==> config.mk <==
export PLATFORM = sky130hd
export DESIGN_NAME = tcdm_rsp_xbar
export DESIGN_NICKNAME = d
export VERILOG_FILES = /design/src/design/tcdm_pkg.sv /design/src/design/tcdm_rsp_xbar.sv
export VERILOG_INCLUDE_DIRS = /design/src /design/src/design
export SDC_FILE = /design/constraint.sdc
export NUM_CORES = 1
export LEC_CHECK = 0
export BUFFER_PORTS_ARGS = -buffer_cell sky130_fd_sc_hd__buf_4
export CORE_AREA = 2 2 153 155
export CTS_BUF_LIST = sky130_fd_sc_hd__clkbuf_2
export CTS_CLUSTER_SIZE = 24
export DETAILED_ROUTE_END_ITERATION = 8
export DIE_AREA = 0 0 155 157
export HOLD_SLACK_MARGIN = 0.12
export SLEW_MARGIN = 10
export SYNTH_ARGS = -nofsm -noshare
export SYNTH_HDL_FRONTEND = slang
export SYNTH_SLANG_ARGS = --single-unit
==> constraint.sdc <==
create_clock -name clk_i -period 2.1 [get_ports clk_i]
set_input_delay 0 -clock clk_i [delete_from_list [all_inputs] [get_ports clk_i]]
set_output_delay 0 -clock clk_i [all_outputs]
set_load 0.01 [all_outputs]
==> src/design/tcdm_defs.svh <==
////////////////////////////////////////////////////////////
// Global sizes of the TCDM subsystem
// Requester and bank counts, word and address widths,
// bank depth and the address field widths
////////////////////////////////////////////////////////////

`ifndef TCDM_DEFS_SVH
`define TCDM_DEFS_SVH

// Requesters and banks, both powers of two
`define TCDM_NUM_IN       4
`define TCDM_NUM_OUT      4

// Byte address and data word
`define TCDM_ADDR_WIDTH   32
`define TCDM_DATA_WIDTH   32
`define TCDM_BE_WIDTH     4

// Bank geometry
`define TCDM_BANK_ROWS    64
`define TCDM_ROW_WIDTH    6
`define TCDM_BANK_WIDTH   2

// Byte offset inside a word and the ignored upper bits
`define TCDM_OFFSET_WIDTH 2
`define TCDM_TAG_WIDTH    (`TCDM_ADDR_WIDTH - `TCDM_ROW_WIDTH - `TCDM_BANK_WIDTH - `TCDM_OFFSET_WIDTH)

`endif

==> src/design/tcdm_pkg.sv <==
////////////////////////////////////////////////////////////
// TCDM shared types
// Bank, requester and row index types and the address
// word that is read either raw or split into fields
////////////////////////////////////////////////////////////

`include "tcdm_defs.svh"

package tcdm_pkg;

    typedef logic [`TCDM_BANK_WIDTH-1:0] bank_idx_t;
    typedef logic [$clog2(`TCDM_NUM_IN)-1:0] req_idx_t;
    typedef logic [`TCDM_ROW_WIDTH-1:0] row_t;

    // Word interleaving puts the bank index right above the byte offset,
    // so consecutive words land in consecutive banks
    typedef struct packed {
        logic [`TCDM_TAG_WIDTH-1:0]    tag;
        row_t                          row;
        bank_idx_t                     bank;
        logic [`TCDM_OFFSET_WIDTH-1:0] offset;
    } tcdm_addr_fields_t;

    typedef union packed {
        logic [`TCDM_ADDR_WIDTH-1:0] raw;
        tcdm_addr_fields_t           f;
    } tcdm_addr_u;

endpackage

==> src/design/tcdm_rsp_xbar.sv <==
////////////////////////////////////////////////////////////
// Response crossbar
// Remembers which bank served each granted requester and
// returns that bank's read data with a valid a cycle later
////////////////////////////////////////////////////////////

`timescale 1ns/1ps

`include "tcdm_defs.svh"

module tcdm_rsp_xbar import tcdm_pkg::*; (
    input  logic                                                clk_i,
    input  logic                                                rst_n_i,

    input  logic       [`TCDM_NUM_IN-1:0]                       gnt_i,
    input  tcdm_addr_u [`TCDM_NUM_IN-1:0]                       add_i,
    input  logic       [`TCDM_NUM_OUT-1:0][`TCDM_DATA_WIDTH-1:0] mem_rdata_i,

    output logic       [`TCDM_NUM_IN-1:0]                       vld_o,
    output logic       [`TCDM_NUM_IN-1:0][`TCDM_DATA_WIDTH-1:0] rdata_o
);

    logic      [`TCDM_NUM_IN-1:0] vld_q;
    bank_idx_t [`TCDM_NUM_IN-1:0] bank_q;

    // One valid per grant, for reads and writes alike
    always_ff @(posedge clk_i) begin
        if (!rst_n_i) begin
            vld_q <= '0;
        end else begin
            vld_q <= gnt_i;
        end
    end

    // Remember which bank serves each granted requester
    always_ff @(posedge clk_i) begin
        for (int i = 0; i < `TCDM_NUM_IN; i++) begin
            if (gnt_i[i]) begin
                bank_q[i] <= add_i[i].f.bank;
            end
        end
    end

    ////////////////////////////////////////////////////////////
    // Return path
    ////////////////////////////////////////////////////////////

    assign vld_o = vld_q;

    for (genvar i = 0; i < `TCDM_NUM_IN; i++) begin : gen_rsp
        assign rdata_o[i] = mem_rdata_i[bank_q[i]];
    end

endmodule

# Word-level counts from Yosys, hierarchy flattened
# Index checks and enable logic that the tools add are counted.
[word_totals]
regBits = 12
latch_bits = 0
ramBits = 0
romBits = 0
in_bits = 262
n_memories = 0
[classes]
add_sub_neg = 0
mul = 0
div = 0
order_cmp = 4
eq_ne = 0
shift = 0
n_mux = 8
n_bitwise = 0
reduce_logical = 0
[op_table]
columns = ["operator", "n"]
rows = [
  ["$bmux 32 s2", 4],
  ["$mux 32", 4],
  ["$lt 2x3->1 const B", 4],
]

# Logic depth before layout (Yosys ltp)
[logic_depth]
depth_word = 2
ltp_mapped = 3
ltp_nobuf = 1

# Worst setup path after synthesis
# Ideal clock, no wire load.
[synth_path]
path_kind = "reg2out"
startpoint = "register bank_q[6] (netlist name)"
endpoint = "output rdata_o[100] (netlist name)"
arrival_ps = 1126
slack_ps = 974
path_stages_with_launch = 4
path_cell_list = "edfxtp_1 -> buf_6 -> buf_12 -> mux4_2"
[synth_lines]
columns = ["item", "line", "text"]
rows = [
  ["start: declaration", "tcdm_rsp_xbar.sv:24", "bank_idx_t [`TCDM_NUM_IN-1:0] bank_q;"],
  ["start signal: indexed assignment", "tcdm_rsp_xbar.sv:39", "bank_q[i] <= add_i[i].f.bank;"],
  ["end: declaration", "tcdm_rsp_xbar.sv:20", "output logic [`TCDM_NUM_IN-1:0][`TCDM_DATA_WIDTH-1:0] rdata_o"],
]

==> results.toml <==
[sta]
finalSetupTns_ns = 0
setup_viol = 0
fin_crit_ns = 1.78
slew_headroom_pct = 63.8
fin_crit_sh_pct = 84.7
hold_viol = 0
drv_slew = 0
worstMarginPinSlew_ns = 0.543
max_freq_mhz = 562
rsz0062_at_grt = "no"

[cts]
cts_tree = "done"
root_buffer = "clkbuf_2"
htreeDepth = 1
post-cts-setup-buffers = 0
path_clk_slew_ns = 0.11
cts_sinks = 12
cts.path.max_buffers = 2
numCtsBuffers = 3

[finish]
syn2layout_area_growth_pct = 64.6
final_cell_mix = "buf_4, mux4_2, dlygate4sd3_1, mux4_1, edfxtp_1"
diodes = 0
drive_above_1_share_pct = 91.5
layout_commonest_cell = "buf_4"
fin_nets = 711
num-fill-cells = 2300
final_area_um2 = 5930

[die]
rows = 55
initial_utilization_pct = 16.0
die_h_um = 157
core-area_um2 = 22500
die_w_um = 155
die-area_um2 = 24300
ios = 394

[grt]
grt_pass1_wl_um = 22700
grt_use_met3_pct = 3.06
antenna_found_initial = 0
first_global_vias = 3794
grt_start_max_net_pins = 33
gr-usage-met2_pct = 22.6
grtUsageTotal_pct = 12.0
busiest_layer = "met2"
grt_overflow = 0
use_met1_pct = 14.5

[run]
drv_cap = 0

[power]
vdd_ir_drop_max_mv = 0.432
p_leak_nw = 2.42
power_density_nw_per_um2 = 383

[synthesis]
syn_area_um2 = 3600
synth_top_area_share_pct = 75.0
yosysTopAreaCell = "mux4_2"
post_synth.cell_area_avg_um2 = 21.0
synth_cells = 172
yosys.cell_types.count = 8
synth-seq-cells = 12
ys_top_cells_by_area = "mux4_2, buf_12, edfxtp_1"
syn_nets = 434
yosys_warnings = 0
ys_seq_area_share_pct = 8.89

[detailed_routing]
ant_nets = 0
via_per_inst = 4.77
routed_wl_um = 15800
drt_iter0_drc = 152
wl_per_cell_um = 21.5
drc = 0
vias = 3497
dr.pass1.iters = 4

[setup_path]
critPathCaptureType = "primary output"
path_class = "flip-flop to primary output"
crit_fanout = 17
cp.arrival_ns = 1.78
startpoint_type = "flip-flop"
worstPathRequired_ns = 2.10

[placed_design]
dp_hpwl_um = 12900
placed_area_um2 = 5780
place_congestion = 0.829
io_buffers = 273

[worst_hold_path]
hp-class = "input pin to primary output"
hold_depth = 3

[status]
status = "complete, no violations"
[where the power goes]
group          total, mW  switching (mW)  internal (mW)
logic               1.88           0.802           1.08
clock network      0.113          0.0718         0.0414
registers          0.278         0.00786          0.270
total               2.27           0.882           1.39
[stage by stage]
| stage | hold WS, ns | utilization [%] | total power, mW | setup slack, ns | instances |
|---|---|---|---|---|---|
| floorplan | 0.0989 | - | 1.26 | 0.974 | 172 |
| global route | 0.423 | 26.4 | 2.40 | 0.201 | 733 |
| detailed placement | 0.180 | 25.7 | 2.16 | 0.585 | 716 |
| CTS | 0.422 | 26.4 | 2.29 | 0.273 | 733 |
| finish | 0.421 | 26.4 | 2.27 | 0.320 | 733 |
| global placement | 0.179 | 25.7 | 2.12 | 0.620 | 716 |
[final timing paths]
path / start / to / slack, ns
hold / removal: mem_rdata_i[2] / rdata_o[66] / 0.42
setup / recovery: bank_q[0] / rdata_o[31] / 0.32
[final cells by class]
type / instances / area (um^2) / share of cell area [%]
timing repair buffer: 300 / 2300 / 38.7
sequential: 12 / 320 / 5.40
multi-input combinational: 132 / 2940 / 49.5
clock inverter: 1 / 3.75 / 0.0633
clock buffer: 3 / 15.0 / 0.253
tap: 285 / 357 / 6.01
[cells by family after synthesis]
group / after synthesis / synth area share, %
and+or+nand+nor: 4 / 0.694
DFF: 12 / 8.89
muxes: 128 / 80.8
buffers and inverters: 28 / 9.58
[Yosys cell counts, drive strengths merged]
library cell	number
edfxtp	8
dfxtp	4
buf	28
and2	4
mux4	128
[critical path, stage by stage, from the launching register on]
cell	delay, ns
edfxtp_1	0.37
buf_4	0.34
mux4_1	0.63
buf_4	0.18
[sequential cells by signal, indices dropped and copies added, names as in the netlist]
name / cells
bank_q: 8
vld_o: 4
[per-layer routing]
layer | vias up | part of all wire [%]
li1 | 1443 | -
met4 | 0 | 0.20
met3 | 5 | 8.6
met5 | - | 0
met2 | 200 | 53
met1 | 1849 | 39
[timing repair]
item                      CTS  global route
hold buffers               13             0
resized for setup           0             0
hold endpoints to repair   20             0
No activity file was read; power rests on OpenSTA's default activity.
