File: src/design/tcdm_defs.svh
////////////////////////////////////////////////////////////
// Global sizes of the TCDM subsystem
// Requester and bank counts, word and address widths,
// bank depth and the address field widths
////////////////////////////////////////////////////////////

`ifndef TCDM_DEFS_SVH
`define TCDM_DEFS_SVH

// Requesters and banks, both powers of two
`define TCDM_NUM_IN       4
`define TCDM_NUM_OUT      4

// Byte address and data word
`define TCDM_ADDR_WIDTH   32
`define TCDM_DATA_WIDTH   32
`define TCDM_BE_WIDTH     4

// Bank geometry
`define TCDM_BANK_ROWS    64
`define TCDM_ROW_WIDTH    6
`define TCDM_BANK_WIDTH   2

// Byte offset inside a word and the ignored upper bits
`define TCDM_OFFSET_WIDTH 2
`define TCDM_TAG_WIDTH    (`TCDM_ADDR_WIDTH - `TCDM_ROW_WIDTH - `TCDM_BANK_WIDTH - `TCDM_OFFSET_WIDTH)

`endif

File: src/design/tcdm_pkg.sv
////////////////////////////////////////////////////////////
// TCDM shared types
// Bank, requester and row index types and the address
// word that is read either raw or split into fields
////////////////////////////////////////////////////////////

`include "tcdm_defs.svh"

package tcdm_pkg;

    typedef logic [`TCDM_BANK_WIDTH-1:0] bank_idx_t;
    typedef logic [$clog2(`TCDM_NUM_IN)-1:0] req_idx_t;
    typedef logic [`TCDM_ROW_WIDTH-1:0] row_t;

    // Word interleaving puts the bank index right above the byte offset,
    // so consecutive words land in consecutive banks
    typedef struct packed {
        logic [`TCDM_TAG_WIDTH-1:0]    tag;
        row_t                          row;
        bank_idx_t                     bank;
        logic [`TCDM_OFFSET_WIDTH-1:0] offset;
    } tcdm_addr_fields_t;

    typedef union packed {
        logic [`TCDM_ADDR_WIDTH-1:0] raw;
        tcdm_addr_fields_t           f;
    } tcdm_addr_u;

endpackage

File: src/design/tcdm_req_xbar.sv
////////////////////////////////////////////////////////////
// Request crossbar
// Steers the winning requester's fields onto each bank port
////////////////////////////////////////////////////////////

`timescale 1ns/1ps

`include "tcdm_defs.svh"

module tcdm_req_xbar import tcdm_pkg::*; (
    input  tcdm_addr_u [`TCDM_NUM_IN-1:0]                       add_i,
    input  logic       [`TCDM_NUM_IN-1:0]                       wen_i,
    input  logic       [`TCDM_NUM_IN-1:0][`TCDM_DATA_WIDTH-1:0] wdata_i,
    input  logic       [`TCDM_NUM_IN-1:0][`TCDM_BE_WIDTH-1:0]   be_i,

    input  logic       [`TCDM_NUM_OUT-1:0]                      bank_req_i,
    input  req_idx_t   [`TCDM_NUM_OUT-1:0]                      bank_sel_i,

    output logic       [`TCDM_NUM_OUT-1:0]                      mem_req_o,
    output logic       [`TCDM_NUM_OUT-1:0]                      mem_wen_o,
    output row_t       [`TCDM_NUM_OUT-1:0]                      mem_row_o,
    output logic [`TCDM_NUM_OUT-1:0][`TCDM_DATA_WIDTH-1:0]      mem_wdata_o,
    output logic [`TCDM_NUM_OUT-1:0][`TCDM_BE_WIDTH-1:0]        mem_be_o
);

    // The bank field is already implied by which port the request
    // lands on, so only the row travels to the bank
    always_comb begin
        req_idx_t sel;
        for (int b = 0; b < `TCDM_NUM_OUT; b++) begin
            sel            = bank_sel_i[b];
            mem_req_o[b]   = bank_req_i[b];
            mem_wen_o[b]   = wen_i[sel];
            mem_row_o[b]   = add_i[sel].f.row;
            mem_wdata_o[b] = wdata_i[sel];
            mem_be_o[b]    = be_i[sel];
        end
    end

endmodule

File: config.mk
export PLATFORM = sky130hd
export DESIGN_NAME = tcdm_req_xbar
export DESIGN_NICKNAME = d
export VERILOG_FILES = /design/src/design/tcdm_pkg.sv /design/src/design/tcdm_req_xbar.sv
export VERILOG_INCLUDE_DIRS = /design/src /design/src/design
export SDC_FILE = /design/constraint.sdc
export NUM_CORES = 1
export LEC_CHECK = 0
export ABC_AREA = 1
export ABC_CLOCK_PERIOD_IN_PS = 1000
export BUFFER_PORTS_ARGS = -buffer_cell sky130_fd_sc_hd__buf_4
export CAP_MARGIN = 15
export CORE_ASPECT_RATIO = 0.5
export CORE_MARGIN = 10
export CORE_UTILIZATION = 25
export DETAILED_ROUTE_END_ITERATION = 10
export SLEW_MARGIN = 20
export SYNTH_ARGS = -nofsm -noshare
export SYNTH_HDL_FRONTEND = slang
export SYNTH_SLANG_ARGS = --single-unit
export TNS_END_PERCENT = 1
File: constraint.sdc
create_clock -name vclk -period 1
set_input_delay 0.15 -clock vclk [all_inputs]
set_output_delay 0.15 -clock vclk [all_outputs]
set_load 0.02 [all_outputs]
======== Word-level counts from Yosys, hierarchy flattened ========
Cells that the tools add are included.
storage, ports and cells
  bits in registers ....................... 0
  output and inout bits ................... 176
cells by class
  $lt $le $gt $ge ......................... 4
  mux-type cells .......................... 32
operators by type and width
  operator                                            number
  binary-select mux 32 bit (select 2 bit)             8
  two-way mux 32 bit                                  4
  two-way mux 10 bit                                  4
  binary-select mux 4 bit (select 2 bit)              4
  two-way mux 4 bit                                   4
  < comparator 2 x 3 -> 1 bit, second input constant  4
  binary-select mux 1 bit (select 2 bit)              4
  two-way mux 1 bit                                   4

======== Longest topological paths before layout ========
  depth after elaboration ................. 2
  depth in mapped cells ................... 7
  gate-level depth less buffers ........... 4

======== Least setup slack after synthesis ========
Ideal clock, no wire load.
  path kind ............................... input port to output port
  from .................................... input bank_sel_i[6] (netlist name)
  to ...................................... output mem_wdata_o[100] (netlist name)
  arrival time ............................ 0.850 ns
  required time ........................... 0.850 ns
  slack ................................... 0.000 ns
  stages .................................. 6
  cell sequence ........................... buf_4 -> buf_6 -> buf_2 -> nand2_1 -> nand3_1 -> nand2_1
RTL lines
  element             RTL line             text
  start: declaration  tcdm_req_xbar.sv:17  input req_idx_t [`TCDM_NUM_OUT-1:0] bank_sel_i,
  end: declaration    tcdm_req_xbar.sv:22  output logic [`TCDM_NUM_OUT-1:0][`TCDM_DATA_WIDTH-1:0] mem_wdata_o,

==> impl_metrics.py <==
metrics = {
    "status": {
        "run_status": "finished, violations left",
        "failed_checks": "negative setup slack",
    },
    "critical_path": {
        "timing_worst_setup_path_type": "primary input to output port",
        "timing.critical_path.buf_inv": 5,
        "cp_data_required_time_ns": 0.85,
        "crit_path_start_kind": "primary input",
        "worstPathCellList": "buf_12, clkinv_8, buf_12, clkbuf_16, nand2_2, nand3_2, nand2_2, buf_6",
        "cpMaxStageDelayCell": "clkbuf_16",
        "crit_family": "buffers and inverters",
        "critical-path-max-stage-delay_ns": 0.18,
        "endpoint_kind": "output port",
        "worstPathMaxFanout": 6,
        "critical_path_arrival_ns": 1.00,
    },
    "timing": {
        "setup_repair_after_global_routing_missed_its_margin": "true",
        "timing_worst_slew_pin_value_ns": 0.284,
        "post-route-period-util": 1.15,
        "post-route-worst-setup-slack_ns": -0.154,
        "setup_violations": 172,
        "hold_violations_final": 0,
        "timing.max_slew.rel_slack": 0.811,
        "min_period_ns": 1.15,
        "slew_viol_final": 0,
        "fmax_mhz": 867,
    },
    "pwr": {
        "p_per_area_nw_per_um2": 619,
        "netSwitchingFraction": 0.558,
        "leakagePower_nw": 7.00,
        "power_frac_seq": 0,
        "total_switching_power_w": 0.00418,
        "internal_power_w": 0.00331,
        "proportion_of_power_drawn_by_the_clock_network": 0,
        "combPwrFrac": 1.000,
        "vdd.ir_drop.worst_v": 0.000226,
    },
    "logic_synthesis": {
        "synth-warning-count": 0,
        "post_synth_inst_count": 1500,
        "synth.yosys.seq_area_share": 0,
        "post_synthesis_net_count": 1788,
        "synth_area_per_cell_um2": 4.24,
        "synth_cell_type_count": 8,
        "synth_area_um2": 6360,
    },
    "routing": {
        "drc": 0,
        "via_density": 5.25,
        "routed-via-count": 11542,
        "postRouteAntennaNets": 0,
        "drt_pass1_iterations": 6,
        "wl_um": 45800,
        "wl_per_cell_um": 20.8,
        "drt_iter0_markers": 1512,
    },
    "floorplanning": {
        "fp.dieArea_um2": 32600,
        "initial_utilization": 0.253,
        "die_height_um": 133,
        "placeableCoreArea_um2": 25100,
        "core.rowCount": 41,
        "floorplan.io_pins": 464,
        "die_width_um": 246,
    },
    "clock_network": {
        "post_cts_hold_buffer_count": 0,
    },
    "place": {
        "io_buffer_count": 352,
        "globalplace.congestion": 0.925,
        "post-place-ws_ns": -0.250,
        "place.detailed.instances": 2152,
        "place_hpwl_um": 30400,
    },
    "finish": {
        "area.growth.synth_to_final_pct": 90.0,
        "nFlopsAndLatches": 0,
        "final_nets": 2143,
        "final.fill_count": 2640,
        "antenna_cells": 0,
        "post_layout_nonfiller_instances": 2197,
        "drive_gt1_frac": 0.349,
        "layout_utilization": 0.481,
        "num-clock-buffers": 0,
        "regArea_um2": 0,
    },
    "hold_path": {
        "min_path_type": "primary input to output port",
    },
    "grt": {
        "globalRoute.totalOverflow": 0,
        "antenna_found_initial": 0,
        "number_of_global_route_vias_before_repair": 10130,
        "grt_first_pass_wirelength_um": 62600,
        "grt_max_degree": 45,
        "groute.usage.overall": 0.238,
    },
    "job": {
        "timing.max_cap.violations": 0,
    },
}
-- kinds of logic after synthesis --
group | Yosys count | synth area share
AND/OR/NAND/NOR | 1204 | 0.778
buffers and inverters | 296 | 0.222
-- power by group through the flow --
stage          Clock [W]  Combinational (W)  Sequential (W)
2_1_floorplan          0            0.00322               0
5_1_grt                0            0.00790               0
3_5_place_dp           0            0.00596               0
6_report               0            0.00749               0
4_1_cts                0            0.00664               0
3_3_place_gp           0            0.00594               0
-- cell usage in the layout (no fill, tap or decap), drive strengths merged --
| master | count |
|---|---|
| nand2 | 860 |
| inv | 177 |
| clkinv | 3 |
| clkbuf | 17 |
| buf | 452 |
| nand3 | 344 |
-- routing by layer --
| layer | vias up | GRT usage | share of wire | wire (um) |
|---|---|---|---|---|
| met4 | 0 | 0.0829 | 0.044 | 2010 |
| li1 | 5288 | - | - | - |
| met5 | - | 0 | 0 | 0 |
| met3 | 159 | 0.0299 | 0.12 | 5290 |
| met2 | 848 | 0.391 | 0.45 | 20600 |
| met1 | 5247 | 0.312 | 0.39 | 17900 |
-- timing repair --
item                                    in CTS  in global routing
pin swaps                                   34                 81
endpoints found under the setup margin     172                172
gates cloned                                14                 20
setup buffers                                9                  3
endpoints found under the hold margin        0                  0
resized for setup                          147                243
-- path summary, 6_finish.rpt --
check	from	endpoint	slack, ns	depth (start not counted)
max	bank_sel_i[0]	mem_wdata_o[5]	-0.15	8
min	bank_req_i[0]	mem_req_o[0]	0.30	0
-- layout make-up --
| class | instances | area [um^2] | area share |
|---|---|---|---|
| timing repair buffer | 469 | 5370 | 0.444 |
| tap | 344 | 430 | 0.0356 |
| inverter | 180 | 739 | 0.0611 |
| multi-input combinational | 1204 | 5560 | 0.460 |
-- metrics by stage --
step                hold slack, ns  power [W]  setup TNS (ns)  instance area, um^2
finish                       0.300    0.00749          -13.57                12100
detailed placement           0.300    0.00596          -22.91                 9750
CTS                          0.300    0.00664          -14.05                10800
global placement             0.300    0.00594          -21.48                 9750
floorplan                    0.413    0.00322        -0.00627                 6370
global route                 0.300    0.00790          -19.47                12100
-- synthesized netlist by cell type, drive strengths merged --
cell    count  area share
buf       102        0.11
clkbuf     14      0.0083
nand2     860        0.51
nand3     344        0.27
inv       180        0.11
(Power assumes the default switching activity.)
