--- src/design/tcdm_defs.svh ---
////////////////////////////////////////////////////////////
// Global sizes of the TCDM subsystem
// Requester and bank counts, word and address widths,
// bank depth and the address field widths
////////////////////////////////////////////////////////////

`ifndef TCDM_DEFS_SVH
`define TCDM_DEFS_SVH

// Requesters and banks, both powers of two
`define TCDM_NUM_IN       4
`define TCDM_NUM_OUT      4

// Byte address and data word
`define TCDM_ADDR_WIDTH   32
`define TCDM_DATA_WIDTH   32
`define TCDM_BE_WIDTH     4

// Bank geometry
`define TCDM_BANK_ROWS    64
`define TCDM_ROW_WIDTH    6
`define TCDM_BANK_WIDTH   2

// Byte offset inside a word and the ignored upper bits
`define TCDM_OFFSET_WIDTH 2
`define TCDM_TAG_WIDTH    (`TCDM_ADDR_WIDTH - `TCDM_ROW_WIDTH - `TCDM_BANK_WIDTH - `TCDM_OFFSET_WIDTH)

`endif

--- src/design/tcdm_pkg.sv ---
////////////////////////////////////////////////////////////
// TCDM shared types
// Bank, requester and row index types and the address
// word that is read either raw or split into fields
////////////////////////////////////////////////////////////

`include "tcdm_defs.svh"

package tcdm_pkg;

    typedef logic [`TCDM_BANK_WIDTH-1:0] bank_idx_t;
    typedef logic [$clog2(`TCDM_NUM_IN)-1:0] req_idx_t;
    typedef logic [`TCDM_ROW_WIDTH-1:0] row_t;

    // Word interleaving puts the bank index right above the byte offset,
    // so consecutive words land in consecutive banks
    typedef struct packed {
        logic [`TCDM_TAG_WIDTH-1:0]    tag;
        row_t                          row;
        bank_idx_t                     bank;
        logic [`TCDM_OFFSET_WIDTH-1:0] offset;
    } tcdm_addr_fields_t;

    typedef union packed {
        logic [`TCDM_ADDR_WIDTH-1:0] raw;
        tcdm_addr_fields_t           f;
    } tcdm_addr_u;

endpackage

--- src/design/tcdm_sram_bank.sv ---
////////////////////////////////////////////////////////////
// Single-port word SRAM bank
// Byte-enable writes and registered one-cycle reads
////////////////////////////////////////////////////////////

`timescale 1ns/1ps

`include "tcdm_defs.svh"

module tcdm_sram_bank import tcdm_pkg::*; (
    input  logic                         clk_i,

    input  logic                         req_i,
    input  logic                         wen_i,
    input  row_t                         row_i,
    input  logic [`TCDM_DATA_WIDTH-1:0]  wdata_i,
    input  logic [`TCDM_BE_WIDTH-1:0]    be_i,

    output logic [`TCDM_DATA_WIDTH-1:0]  rdata_o
);

    localparam int unsigned ByteWidth = `TCDM_DATA_WIDTH / `TCDM_BE_WIDTH;

    logic [`TCDM_DATA_WIDTH-1:0] mem_q [`TCDM_BANK_ROWS];

    // Write merges enabled bytes into the row; a read captures
    // the whole row for the response cycle
    always_ff @(posedge clk_i) begin
        if (req_i) begin
            if (wen_i) begin
                for (int k = 0; k < `TCDM_BE_WIDTH; k++) begin
                    if (be_i[k]) begin
                        mem_q[row_i][k*ByteWidth +: ByteWidth] <=
                            wdata_i[k*ByteWidth +: ByteWidth];
                    end
                end
            end else begin
                rdata_o <= mem_q[row_i];
            end
        end
    end

endmodule

--- config.mk ---
export PLATFORM = sky130hd
export DESIGN_NAME = tcdm_sram_bank
export DESIGN_NICKNAME = d
export VERILOG_FILES = /design/src/design/tcdm_pkg.sv /design/src/design/tcdm_sram_bank.sv
export VERILOG_INCLUDE_DIRS = /design/src /design/src/design
export SDC_FILE = /design/constraint.sdc
export NUM_CORES = 2
export LEC_CHECK = 0
export ABC_AREA = 1
export BUFFER_PORTS_ARGS = -buffer_cell sky130_fd_sc_hd__buf_2
export CAP_MARGIN = 15
export CORE_MARGIN = 4
export CORE_UTILIZATION = 46
export CTS_BUF_LIST = sky130_fd_sc_hd__clkbuf_2 sky130_fd_sc_hd__clkbuf_4 sky130_fd_sc_hd__clkbuf_8
export CTS_CLUSTER_DIAMETER = 60
export DETAILED_ROUTE_END_ITERATION = 7
export HOLD_SLACK_MARGIN = 0.03
export SETUP_SLACK_MARGIN = 0.3
export SLEW_MARGIN = 20
export SYNTH_ARGS = -nofsm -noshare
export SYNTH_HDL_FRONTEND = slang
export SYNTH_SLANG_ARGS = --single-unit
--- constraint.sdc ---
create_clock -name clk_i -period 2.2 [get_ports clk_i]
set_clock_uncertainty 0.05 [all_clocks]
set_input_delay 0.11 -clock clk_i [delete_from_list [all_inputs] [get_ports clk_i]]
set_output_delay 0.11 -clock clk_i [all_outputs]
set_load 0.02 [all_outputs]
==> Yosys cells after proc, flatten, opt, wreduce, memory -nomap -nowiden <==
Memories as Yosys holds them, arrays and structs flattened. A register that Yosys moved wholly into a read port is not among the register bits.
Index checks and enable logic that the tools add are counted.
{ "totals": {"regBits": 0, "mem_count": 1, "word_cells": 19, "in_bits": 45, "output_inout_bits": 32, "ramBits": 2048} }
{ "mem_list": {"columns": ["memory", "words", "width", "read_ports", "rd_ports_with_merged_regs", "wr", "line_no", "rtl"], "rows": [
  ["mem_q", 64, 32, 1, 1, 1, "tcdm_sram_bank.sv:24", "logic [`TCDM_DATA_WIDTH-1:0] mem_q [`TCDM_BANK_ROWS];"]
]} }
{ "classes": {"n_bitwise": 1, "n_reduce_logical": 1, "mux": 16} }
{ "op_table": {"columns": ["op", "count"], "rows": [
  ["$mux 1", 16],
  ["$reduce_and 2->1", 1],
  ["$not 1->1", 1]
]} }

==> Longest topological paths before layout <==
{ "logic_depth": {"ltp_word": 4, "depth_mapped": 15, "depth_no_buf": 11} }

==> Worst setup path after synthesis <==
OpenSTA, ideal clock, no wires.
{ "synth_timing": {"path_kind": "input to register", "from": "input port req_i", "to": "register rdata_o[0], read port of mem_q (enable)", "setup_ns": 0.421, "t_arrival_ns": 1.679, "path_stages": 3, "required_time_ns": 1.729, "path_buffers": 1, "slack_ns": 0.050, "path_cell_list": "clkbuf_1 inv_1 nor2_1"} }
{ "synth_via": {"elab_chain_cells": 1} }
{ "synth_rtl": {"columns": ["element", "line_no", "rtl"], "rows": [
  ["start: declaration", "tcdm_sram_bank.sv:13", "input logic req_i,"],
  ["$reduce_and 2->1 (no source line)", null, null],
  ["end: declaration", "tcdm_sram_bank.sv:19", "output logic [`TCDM_DATA_WIDTH-1:0] rdata_o"]
]} }
No other way between the ends.

==> Final worst setup path <==
{ "layout_timing": {"from": "register rdata_o[4], read port of mem_q", "to": "output port rdata_o[4]"} }
No word-level cell between the ends.

==> summary.txt <==
Critical path
  – Top fanout value on the critical path: 1
  – Worst setup path category: register to primary output
  – Crit-path leading delay family: flip-flops
  – Worst endpoint data arrival time: 1.95 ns
  – CP endpoint kind: primary output
  – Data required time of the worst path: 2.04 ns
  – Crit path buffers/inverters: 1
  – Critical Path Source Type: register
  – Cell Chain, Critical Path: buf_6
  – Slowest-stage cell, CP: edfxtp_1
  – Worst path max stage delay: 0.71 ns

Min path
  – Classification of the worst-slack hold path: input pin to register

Pwr
  – P_leak: 0.0440 uW
  – Cell area power density: 800 nW/um^2
  – Pwr Total: 82,700 uW
  – Worst supply voltage drop on vdd: 0.553 mV

CTS
  – CTS Root Buffer Type: clkbuf_8
  – TritonCTS clock tree: done
  – Max Buffers Root-to-Sink: 4
  – Sinks on Clock Net: 2,080
  – Clock latency on the worst-skew pair: 1.04 ns
  – CTS buffer count: 359
  – Clock-pin transition on the worst setup and hold timing paths: 0.06 ns
  – H-tree depth: 5

Global route
  – GRT Overall Usage: 26.2%
  – Maximum number of pins on one net before global-route repair: 79
  – Wire length of the first global-routing pass: 386,000 um
  – Number of global-route vias before repair: 60,000
  – Number of antenna violations at the first check in global routing: 14
  – GRT overflow: 0

Detailed routing
  – Detailed-routing iteration count for the pre-antenna-repair pass: 6
  – Via total after detailed routing: 62,700
  – Routed WL: 263,000 um
  – Count of antenna-violating nets left after detailed routing: 0
  – Iteration-0 DRC count of the detailed router: 6,360
  – Number of remaining DRC errors: 0
  – Via count normalized by instance count: 5.15
  – Mean routed wirelength per cell: 21.6 um

Timing
  – Setup_tns: 0 ns
  – Slew Limit Fails: 0
  – Hold Worst Slack: 0.116 ns
  – Transition time of the tightest slew-check pin: 0.907 ns
  – Hold violation count in the final report: 0
  – Normalized max-slew margin: 39.5%
  – Maximum clock frequency: 0.473 GHz
  – Time the final worst path needs with I/O delays and setup: 2.11 ns
  – Number of endpoints failing setup at the final stage: 0
  – RSZ-0062 raised after global routing: yes
  – Ratio of final minimum period to clock period: 96.1%

Logic synthesis
  – Distinct cell type count of the synthesized netlist: 19
  – Leading area contributor after synthesis: edfxtp_1
  – Syn Area/Cell: 10.1 sq um
  – Area contributors post-synth: edfxtp_1 (71%), nand2_1 (25%), nor2_1 (1.4%)
  – Syn nets: 8,772
  – Proportion of netlist area held by the largest area contributor: 70.9%
  – Post-synthesis sequential element count: 2,080
  – Count of synthesis-stage warnings from yosys: 0
  – Cell area after synthesis: 88,100 sq um
  – Sequential element share of the synthesized area: 70.9%
  – Gate count of the mapped netlist: 8,727

Placed design
  – Placed wire-length estimate after detailed placement: 165,000 um
  – Weighted congestion reported at the end of routability-driven placement: 0.883
  – Count of buffers inserted at the top-level ports: 76

Floorplan
  – DIE HEIGHT: 446 um
  – Core Box Area: 190,000 sq um
  – Site Rows: 160
  – Area of the die: 198,000 sq um
  – Chip width: 446 um
  – Initial Utilization: 46.3%
  – Count of pins on the block boundary: 77

Cells and area
  – Area growth, synth to finish: 17.4%
  – Most common cell after layout, fill and taps aside: nand2_1
  – Number of fill cells: 16,600
  – Total number of nets in the final design: 9,470
  – Highest-count cells in the layout ignoring fill and taps: nand2_1 (5,781), edfxtp_1 (2,080), buf_4 (532)
  – Final Core Density: 54.4%
  – Fraction of final layout cells with drive strength greater than 1: 13.5%

Status
  – Run status: finished, final reports clean

Job
  – Count of maximum capacitance violations: 0
-- power breakdown --
group	switching, uW	internal, uW
sequential	92.0	43700
clock	15200	18000
combinational	4010	1640
total	19300	63400
-- stage by stage --
| step | worst slack, ns | instance area [sq um] | std cells |
|---|---|---|---|
| 2_1_floorplan | 0.382 | 88100 | 8727 |
| 5_1_grt | -0.0291 | 103000 | 12200 |
| 3_3_place_gp | -0.260 | 95900 | 11500 |
| 3_5_place_dp | -0.309 | 95900 | 11500 |
| 4_1_cts | -0.0615 | 103000 | 12200 |
| 6_report | 0.0853 | 103000 | 12200 |
-- repair_timing --
item	4_1_cts	5_1_grt
hold endpoints to repair	2723	0
endpoints found under the setup margin	29	402
gates resized for setup	58	21
buffers inserted	0	4
gates cloned	0	1
pin swaps	0	4
hold buffers	61	0
-- logic make-up (layout without fill, tap and decap cells) --
logic type | after synthesis | count (layout) | synth area share [%]
other | 0 | 13 | 0
AO/OA/AOI/OAI | 12 | 12 | 0.0824
flip-flops | 2080 | 2080 | 70.9
buffers and inverters | 478 | 1408 | 2.67
AND/OR/NAND/NOR | 6157 | 6157 | 26.3
-- path summary, 6_finish.rpt --
path / slack [ns] / cells past startpoint / endpoint / start
max: 0.09 / 1 / rdata_o[4] / rdata_o[4]
min: 0.12 / 12 / rdata_o[1] / row_i[0]
max reg2reg: 0.43 / 10 / rdata_o[31] / mem_q[48][31]
min reg2reg: 0.70 / 6 / rdata_o[30] / mem_q[23][30]
-- area by class of cell --
class / instances / area [sq um] / share of cell area (%)
flip-flops and latches: 2080 / 62500 / 60.4
clock inverters: 117 / 729 / 0.705
well taps: 2511 / 3140 / 3.04
inverters: 24 / 130 / 0.126
diodes: 13 / 32.5 / 0.0315
repair buffers: 791 / 7670 / 7.42
multi-input cells: 6169 / 23400 / 22.6
clock buffers: 476 / 5840 / 5.65
-- cell usage after synthesis --
cell type,count
nor3_1,8
buf_6,13
buf_1,40
o211ai_1,5
buf_2,227
or2_2,5
nand3_1,11
buf_4,45
nor2_1,329
inv_2,1
inv_1,21
nand2_1,5792
nor2_2,11
inv_4,2
o21ai_0,4
o21ai_1,3
edfxtp_1,2080
or2_1,1
clkbuf_1,129
-- flip-flops by register name, summed over array words and instances (netlist names) --
name and cells:
mem_q 2048, rdata_o 32
-- worst min-delay path: stages --
cell and delay (ns):
buf_8 0.22, buf_12 0.19, nand2_1 0.06, nand2_1 0.05, nand2_1 0.04, nand2_1 0.06, nand2_1 0.04, nand2_1 0.07
nand2_1 0.06, nand2_1 0.06, nor2_1 0.03, nand2_1 0.06
-- layer usage --
metal  GRT usage (%)  vias to the layer above  routed length, um
li1                -                    29600                  -
met1            36.1                    30000             108000
met2            41.6                     2627             122000
met3            4.61                      507              22900
met4            10.1                        6              10300
met5               0                        -                 43
Power figures use the tool's default switching activity.
