`src/design/tcdm_defs.svh`:
```
////////////////////////////////////////////////////////////
// Global sizes of the TCDM subsystem
// Requester and bank counts, word and address widths,
// bank depth and the address field widths
////////////////////////////////////////////////////////////

`ifndef TCDM_DEFS_SVH
`define TCDM_DEFS_SVH

// Requesters and banks, both powers of two
`define TCDM_NUM_IN       4
`define TCDM_NUM_OUT      4

// Byte address and data word
`define TCDM_ADDR_WIDTH   32
`define TCDM_DATA_WIDTH   32
`define TCDM_BE_WIDTH     4

// Bank geometry
`define TCDM_BANK_ROWS    64
`define TCDM_ROW_WIDTH    6
`define TCDM_BANK_WIDTH   2

// Byte offset inside a word and the ignored upper bits
`define TCDM_OFFSET_WIDTH 2
`define TCDM_TAG_WIDTH    (`TCDM_ADDR_WIDTH - `TCDM_ROW_WIDTH - `TCDM_BANK_WIDTH - `TCDM_OFFSET_WIDTH)

`endif

```
`src/design/tcdm_pkg.sv`:
```
////////////////////////////////////////////////////////////
// TCDM shared types
// Bank, requester and row index types and the address
// word that is read either raw or split into fields
////////////////////////////////////////////////////////////

`include "tcdm_defs.svh"

package tcdm_pkg;

    typedef logic [`TCDM_BANK_WIDTH-1:0] bank_idx_t;
    typedef logic [$clog2(`TCDM_NUM_IN)-1:0] req_idx_t;
    typedef logic [`TCDM_ROW_WIDTH-1:0] row_t;

    // Word interleaving puts the bank index right above the byte offset,
    // so consecutive words land in consecutive banks
    typedef struct packed {
        logic [`TCDM_TAG_WIDTH-1:0]    tag;
        row_t                          row;
        bank_idx_t                     bank;
        logic [`TCDM_OFFSET_WIDTH-1:0] offset;
    } tcdm_addr_fields_t;

    typedef union packed {
        logic [`TCDM_ADDR_WIDTH-1:0] raw;
        tcdm_addr_fields_t           f;
    } tcdm_addr_u;

endpackage

```
`src/design/tcdm_bank_arbiter.sv`:
```
////////////////////////////////////////////////////////////
// Per-bank round-robin arbiter
// Decodes each request to its bank, picks one winner per
// bank and returns the combined grant to the requesters
////////////////////////////////////////////////////////////

`timescale 1ns/1ps

`include "tcdm_defs.svh"

module tcdm_bank_arbiter import tcdm_pkg::*; (
    input  logic                            clk_i,
    input  logic                            rst_n_i,

    input  logic       [`TCDM_NUM_IN-1:0]   req_i,
    input  tcdm_addr_u [`TCDM_NUM_IN-1:0]   add_i,
    output logic       [`TCDM_NUM_IN-1:0]   gnt_o,

    output logic       [`TCDM_NUM_OUT-1:0]  bank_req_o,
    output req_idx_t   [`TCDM_NUM_OUT-1:0]  bank_sel_o
);

    for (genvar b = 0; b < `TCDM_NUM_OUT; b++) begin : gen_bank
        logic [`TCDM_NUM_IN-1:0] match;
        req_idx_t                ptr_q;
        logic                    win_req;
        req_idx_t                win_sel;

        for (genvar i = 0; i < `TCDM_NUM_IN; i++) begin : gen_match
            assign match[i] = req_i[i] && (add_i[i].f.bank == bank_idx_t'(b));
        end

        // Walk from the farthest candidate back to the pointer so that the
        // first match at or after the pointer is the one left standing
        always_comb begin
            req_idx_t cand;
            win_req = 1'b0;
            win_sel = '0;
            for (int k = `TCDM_NUM_IN - 1; k >= 0; k--) begin
                cand = ptr_q + req_idx_t'(k);
                if (match[cand]) begin
                    win_req = 1'b1;
                    win_sel = cand;
                end
            end
        end

        // Pointer moves past the winner only when this bank granted
        always_ff @(posedge clk_i) begin
            if (!rst_n_i) begin
                ptr_q <= '0;
            end else if (win_req) begin
                ptr_q <= win_sel + req_idx_t'(1);
            end
        end

        assign bank_req_o[b] = win_req;
        assign bank_sel_o[b] = win_sel;
    end

    ////////////////////////////////////////////////////////////
    // Grant back to requesters
    ////////////////////////////////////////////////////////////

    // A requester targets one bank only, so at most one bank can select it
    always_comb begin
        gnt_o = '0;
        for (int b = 0; b < `TCDM_NUM_OUT; b++) begin
            if (bank_req_o[b]) begin
                gnt_o[bank_sel_o[b]] = 1'b1;
            end
        end
    end

endmodule

```
`config.mk`:
```
export PLATFORM = sky130hd
export DESIGN_NAME = tcdm_bank_arbiter
export DESIGN_NICKNAME = d
export VERILOG_FILES = /design/src/design/tcdm_pkg.sv /design/src/design/tcdm_bank_arbiter.sv
export VERILOG_INCLUDE_DIRS = /design/src /design/src/design
export SDC_FILE = /design/constraint.sdc
export NUM_CORES = 1
export LEC_CHECK = 0
export BUFFER_PORTS_ARGS = -buffer_cell sky130_fd_sc_hd__buf_2
export CORE_MARGIN = 1.5
export CORE_UTILIZATION = 33
export DETAILED_ROUTE_END_ITERATION = 7
export HOLD_SLACK_MARGIN = 0.08
export PLACE_DENSITY_LB_ADDON = 0.08
export SETUP_SLACK_MARGIN = 0.1
export SYNTH_ARGS = -nofsm -noshare
export SYNTH_HDL_FRONTEND = slang
export SYNTH_SLANG_ARGS = --single-unit
```
`constraint.sdc`:
```
create_clock -name clk_i -period 3.2 [get_ports clk_i]
set_input_delay 0.48 -clock clk_i [delete_from_list [all_inputs] [get_ports clk_i]]
set_output_delay 0.48 -clock clk_i [all_outputs]
set_load 0.05 [all_outputs]
```
# Word level (Yosys, flattened, before mapping)
# Index checks and enable logic that the tools add are counted.
[classes] div=0 mul=0 n_reduce_logical=24 add_sub_neg=16 magnitude_cmp=24 n_bitwise=3 mux=76 eq_ne=12 shifts=0
[op_table] op="< comparator 2 x 3 -> 1 bit, second input constant" count=20
[op_table] op="2-to-1 mux 1 bit" count=36
[op_table] op="binary-select mux 1 bit (select 2 bit)" count=16
[op_table] op="2-to-1 mux 2 bit" count=16
[op_table] op="logical AND 1 bit" count=20
[op_table] op="adder 2 x 1 -> 2 bit, second input constant" count=8
[op_table] op="adder 2 bit, second input constant" count=8
[op_table] op="equality test 2 bit, second input constant" count=8
[op_table] op="2-to-1 mux 4 bit" count=4
[op_table] op="OR 4 bit" count=3
[op_table] op="demux 1 bit (select 2 bit)" count=4
[op_table] op="equality test 2 x 1 -> 1 bit, second input constant" count=4
[op_table] op=">= comparator 2 x 1 -> 1 bit, second input constant" count=4
[op_table] op="logical NOT 2 bit" count=4
[totals] mem_count=0 regBits=8 mem_bits_rw=0 latchBits=0 wordCells=159 romBits=0

# Longest topological paths before layout
[depth] depth_word=19 mapped_depth=8 depth_no_buf=7

# Worst setup path after synthesis
# OpenSTA, ideal clock, no wires.
[synth_timing] path_kind="input to output" start="in req_i[0]" end="out gnt_o[2]" setup_slack_ns=-0.563 cell_stages=8 t_required_ns=2.720 arrival_time_ns=3.283 cell_sequence="clkbuf_2 > nand4_1 > nand2b_1 > a211oi_1 > inv_1 > ha_1 > a222oi_1 > nand2_1"
[synth_rtl] element="from (decl)" line_no="tcdm_bank_arbiter.sv:15" source="input logic [`TCDM_NUM_IN-1:0] req_i,"
[synth_rtl] element="to (decl)" line_no="tcdm_bank_arbiter.sv:17" source="output logic [`TCDM_NUM_IN-1:0] gnt_o,"

# Worst setup path after layout
[layout_timing] start="in add_i[2] in the netlist's numbering" end="out gnt_o[3]"
[layout_between] elab_chain_len=19
[layout_lines] element="from (decl)" line_no="tcdm_bank_arbiter.sv:16" source="input tcdm_addr_u [`TCDM_NUM_IN-1:0] add_i,"
[layout_lines] element="logical NOT 2 bit" line_no="tcdm_bank_arbiter.sv:30" source="assign match[i] = req_i[i] && (add_i[i].f.bank == bank_idx_t'(b));"
[layout_lines] element="logical AND 1 bit" line_no="tcdm_bank_arbiter.sv:30"
[layout_lines] element="binary-select mux 1 bit (select 2 bit)" line_no="tcdm_bank_arbiter.sv:41" source="if (match[cand]) begin"
[layout_lines] element="2-to-1 mux 1 bit (implied by the code)" line_no="tcdm_bank_arbiter.sv:41"
[layout_lines] element="2-to-1 mux 2 bit (4 in series)" line_no="tcdm_bank_arbiter.sv:41"
[layout_lines] element="< comparator 2 x 3 -> 1 bit (implied by the code) or >= comparator 2 x 1 -> 1 bit (tied branches)" line_no="tcdm_bank_arbiter.sv:70" source="gnt_o[bank_sel_o[b]] = 1'b1;"
[layout_lines] element="logical AND 1 bit (implied by the code)" line_no="tcdm_bank_arbiter.sv:70"
[layout_lines] element="2-to-1 mux 1 bit (implied by the code)" line_no="tcdm_bank_arbiter.sv:70"
[layout_lines] element="demux 1 bit (select 2 bit)" line_no="tcdm_bank_arbiter.sv:70"
[layout_lines] element="2-to-1 mux 4 bit" line_no="tcdm_bank_arbiter.sv:69" source="if (bank_req_o[b]) begin"
[layout_lines] element="OR 4 bit (no source line)"
[layout_lines] element="2-to-1 mux 4 bit" line_no="tcdm_bank_arbiter.sv:69"
[layout_lines] element="OR 4 bit (no source line)"
[layout_lines] element="2-to-1 mux 4 bit" line_no="tcdm_bank_arbiter.sv:69"
[layout_lines] element="OR 4 bit (no source line)"
[layout_lines] element="2-to-1 mux 4 bit *" line_no="tcdm_bank_arbiter.sv:69"
# Every way passes the cells marked *; elsewhere a longest branch is shown, timed or not. The select of a mux whose other input is x is not followed.

==> results.json <==
{
  "fp.dieArea_um2": 3670,
  "rsz0062_at_grt": "no",
  "seqCellArea_um2": 160,
  "cts_resized": 0,
  "p_leak_nw": 0.592,
  "wl_um": 3530,
  "fillers": 358,
  "p_comb_frac": 0.519,
  "top_regs": "gen_bank.ptr_q x8",
  "die_y_um": 60.6,
  "slew_headroom": 0.627,
  "htreeDepth": 1,
  "row_count": 20,
  "crit_fanout": 9,
  "die_w_um": 60.6,
  "grt_pass1_wl_um": 5370,
  "power.total_mw": 0.452,
  "grt_pass1_vias": 1132,
  "regMostFlops": "gen_bank.ptr_q",
  "status": "completed",
  "max_freq_mhz": 339,
  "p_seq_frac": 0.275,
  "dp_hpwl_um": 2720,
  "p_switching_mw": 0.227,
  "root_buffer": "clkbuf_4",
  "p_per_area_nw_per_um2": 347,
  "crit_path_end_kind": "primary output",
  "initial_core_util": 0.352,
  "p_clk_frac": 0.206,
  "hp-class": "in2reg",
  "firstDrtPassIters": 5,
  "drt_iter0_markers": 91,
  "port_buffers": 29,
  "cts.sink_count": 8,
  "worstPathRequired_ps": 2720,
  "area_growth_pct": 19.0,
  "crit_type": "in2out",
  "drtAntennaViolNets": 0,
  "switching_share": 0.503,
  "route.detailed.drc": 0,
  "cts_tree": "yes",
  "postSynthCellCount": 142,
  "gp_congestion": 0.819,
  "fin_crit_sh": 0.921,
  "layout_commonest_cell": "buf_2",
  "cts_setup_buffers": 0,
  "ys_types": 40,
  "min_period_ps": 2950,
  "slew_viol_final": 0,
  "ys_seq_area_frac": 0.146,
  "grt-ovfl-total": 0,
  "grt_max_degree": 10,
  "irDropWorstVdd_v": 0.000125,
  "drive_gt1_frac": 0.266,
  "fin_skew_ps": 16.3,
  "layout_setup_ws_ps": 254,
  "yosys_warnings": 0,
  "clk_pin_slew_ps": 80,
  "hold_viol": 0,
  "io_pins": 150,
  "crit_path_start_kind": "input port",
  "p_int_mw": 0.225,
  "core_um2": 3100,
  "cts_buffers": 3,
  "worst_slew_pin_slew_ps": 551,
  "cap_violations": 0,
  "wl_per_cell_um": 16.5,
  "tns_ps": 0,
  "setup_viol": 0,
  "via_per_inst": 5.66,
  "critical_path_arrival_ps": 2470,
  "syn_area_per_cell_um2": 7.70,
  "hold_buffers": 0,
  "clk-insertion-delay-late_ps": 280,
  "multiInputGateArea_um2": 862,
  "clockBufferDepth": 2,
  "whs_ps": 505,
  "via_count": 1206,
  "place_ws_ps": 257,
  "synth_nets": 288,
  "diodes": 0,
  "synth_seq_cells": 8,
  "syn_area_um2": 1090,
  "grt_util_all_layers": 0.200,
  "fin_nets": 317,
  "largest_reg_flops": 8,
  "antenna_found_initial": 0,
  "mostFrequentLayoutCells": "buf_2 (29), nor2_1 (14), ha_1 (12), o21ai_0 (11), a21oi_1 (9)"
}
-- cells in the mapped netlist, drive strengths merged --
cell type | instances | share of area
nor2 | 14 | 0.048
ha | 12 | 0.14
o21ai | 11 | 0.050
a21oi | 10 | 0.046
buf | 8 | 0.056
dfxtp | 8 | 0.15
inv | 7 | 0.024
nand3b | 7 | 0.048
and3b | 6 | 0.048
nand2 | 5 | 0.017
nand3 | 5 | 0.023
o221ai | 5 | 0.040
nand4 | 4 | 0.023
nor3b | 4 | 0.027
a222oi | 3 | 0.027
a211o | 2 | 0.017
a211oi | 2 | 0.014
a21o | 2 | 0.014
a22oi | 2 | 0.014
a31oi | 2 | 0.011
mux2i | 2 | 0.018
nor3 | 2 | 0.0092
nor4bb | 2 | 0.018
o211ai | 2 | 0.014
o21a | 2 | 0.014
o22ai | 2 | 0.011
or2 | 2 | 0.011
or3b | 2 | 0.016
clkbuf | 1 | 0.0046
nand2b | 1 | 0.0057
nand4b | 1 | 0.0080
nand4bb | 1 | 0.010
o21ba | 1 | 0.0092
o22a | 1 | 0.0080
or4 | 1 | 0.010
-- kinds of logic (layout without fill, tap and decap cells) --
family	Yosys count	in the layout	share of synthesized area
DFF	8	8	0.146
buffers and inverters	16	43	0.0847
muxes	2	2	0.0183
and+or+nand+nor	57	57	0.324
AOI/OAI and AO/OA	47	47	0.289
adders and majority gates	12	12	0.137
-- worst paths after layout --
check | start | cells past startpoint | slack, ps | endpoint
max | add_i[2] | 9 | 250 | gnt_o[3]
min | rst_n_i | 3 | 510 | gen_bank[1].ptr_q[0]
max reg2reg | gen_bank[2].ptr_q[1] | 7 | 1560 | gen_bank[2].ptr_q[1]
min reg2reg | gen_bank[0].ptr_q[1] | 2 | 560 | gen_bank[0].ptr_q[1]
-- power groups by stage --
| stage | Clock, mW | Sequential [mW] | Combinational, mW |
|---|---|---|---|
| after detailed placement | 0 | 0.126 | 0.233 |
| after floorplan | 0 | 0.120 | 0.182 |
| after CTS | 0.0953 | 0.124 | 0.234 |
| after global routing | 0.0991 | 0.126 | 0.253 |
| after global placement | 0 | 0.125 | 0.231 |
| final | 0.0929 | 0.124 | 0.235 |
-- metal layers --
layer / up-vias / track usage / share of wire
met5: - / 0 / 0
met4: 0 / 0.0528 / 0.0077
met3: 4 / 0.0448 / 0.039
met2: 32 / 0.335 / 0.50
met1: 572 / 0.260 / 0.46
li1: 598 / - / -
-- stage by stage --
step            util  cell area (um2)  cells
6_report       0.419             1300    213
5_1_grt        0.419             1300    213
4_1_cts        0.419             1300    213
3_5_place_dp   0.412             1280    210
3_3_place_gp   0.412             1280    210
2_1_floorplan      -             1110    142
-- critical path, cell delays in order --
cell	delay (ps)
buf_2	150
or3b_2	520
o21ba_2	220
nor2_1	100
nor2_1	90
ha_1	200
a222oi_1	390
nand2_1	90
buf_2	220
-- cell type report --
type	instances	share of cell area
Multi-Input combinational cell	118	0.662
Timing Repair Buffer	33	0.135
Sequential cell	8	0.123
Clock buffer	3	0.0173
Tap cell	44	0.0423
Inverter	7	0.0202
Power figures use the tool's default switching activity.
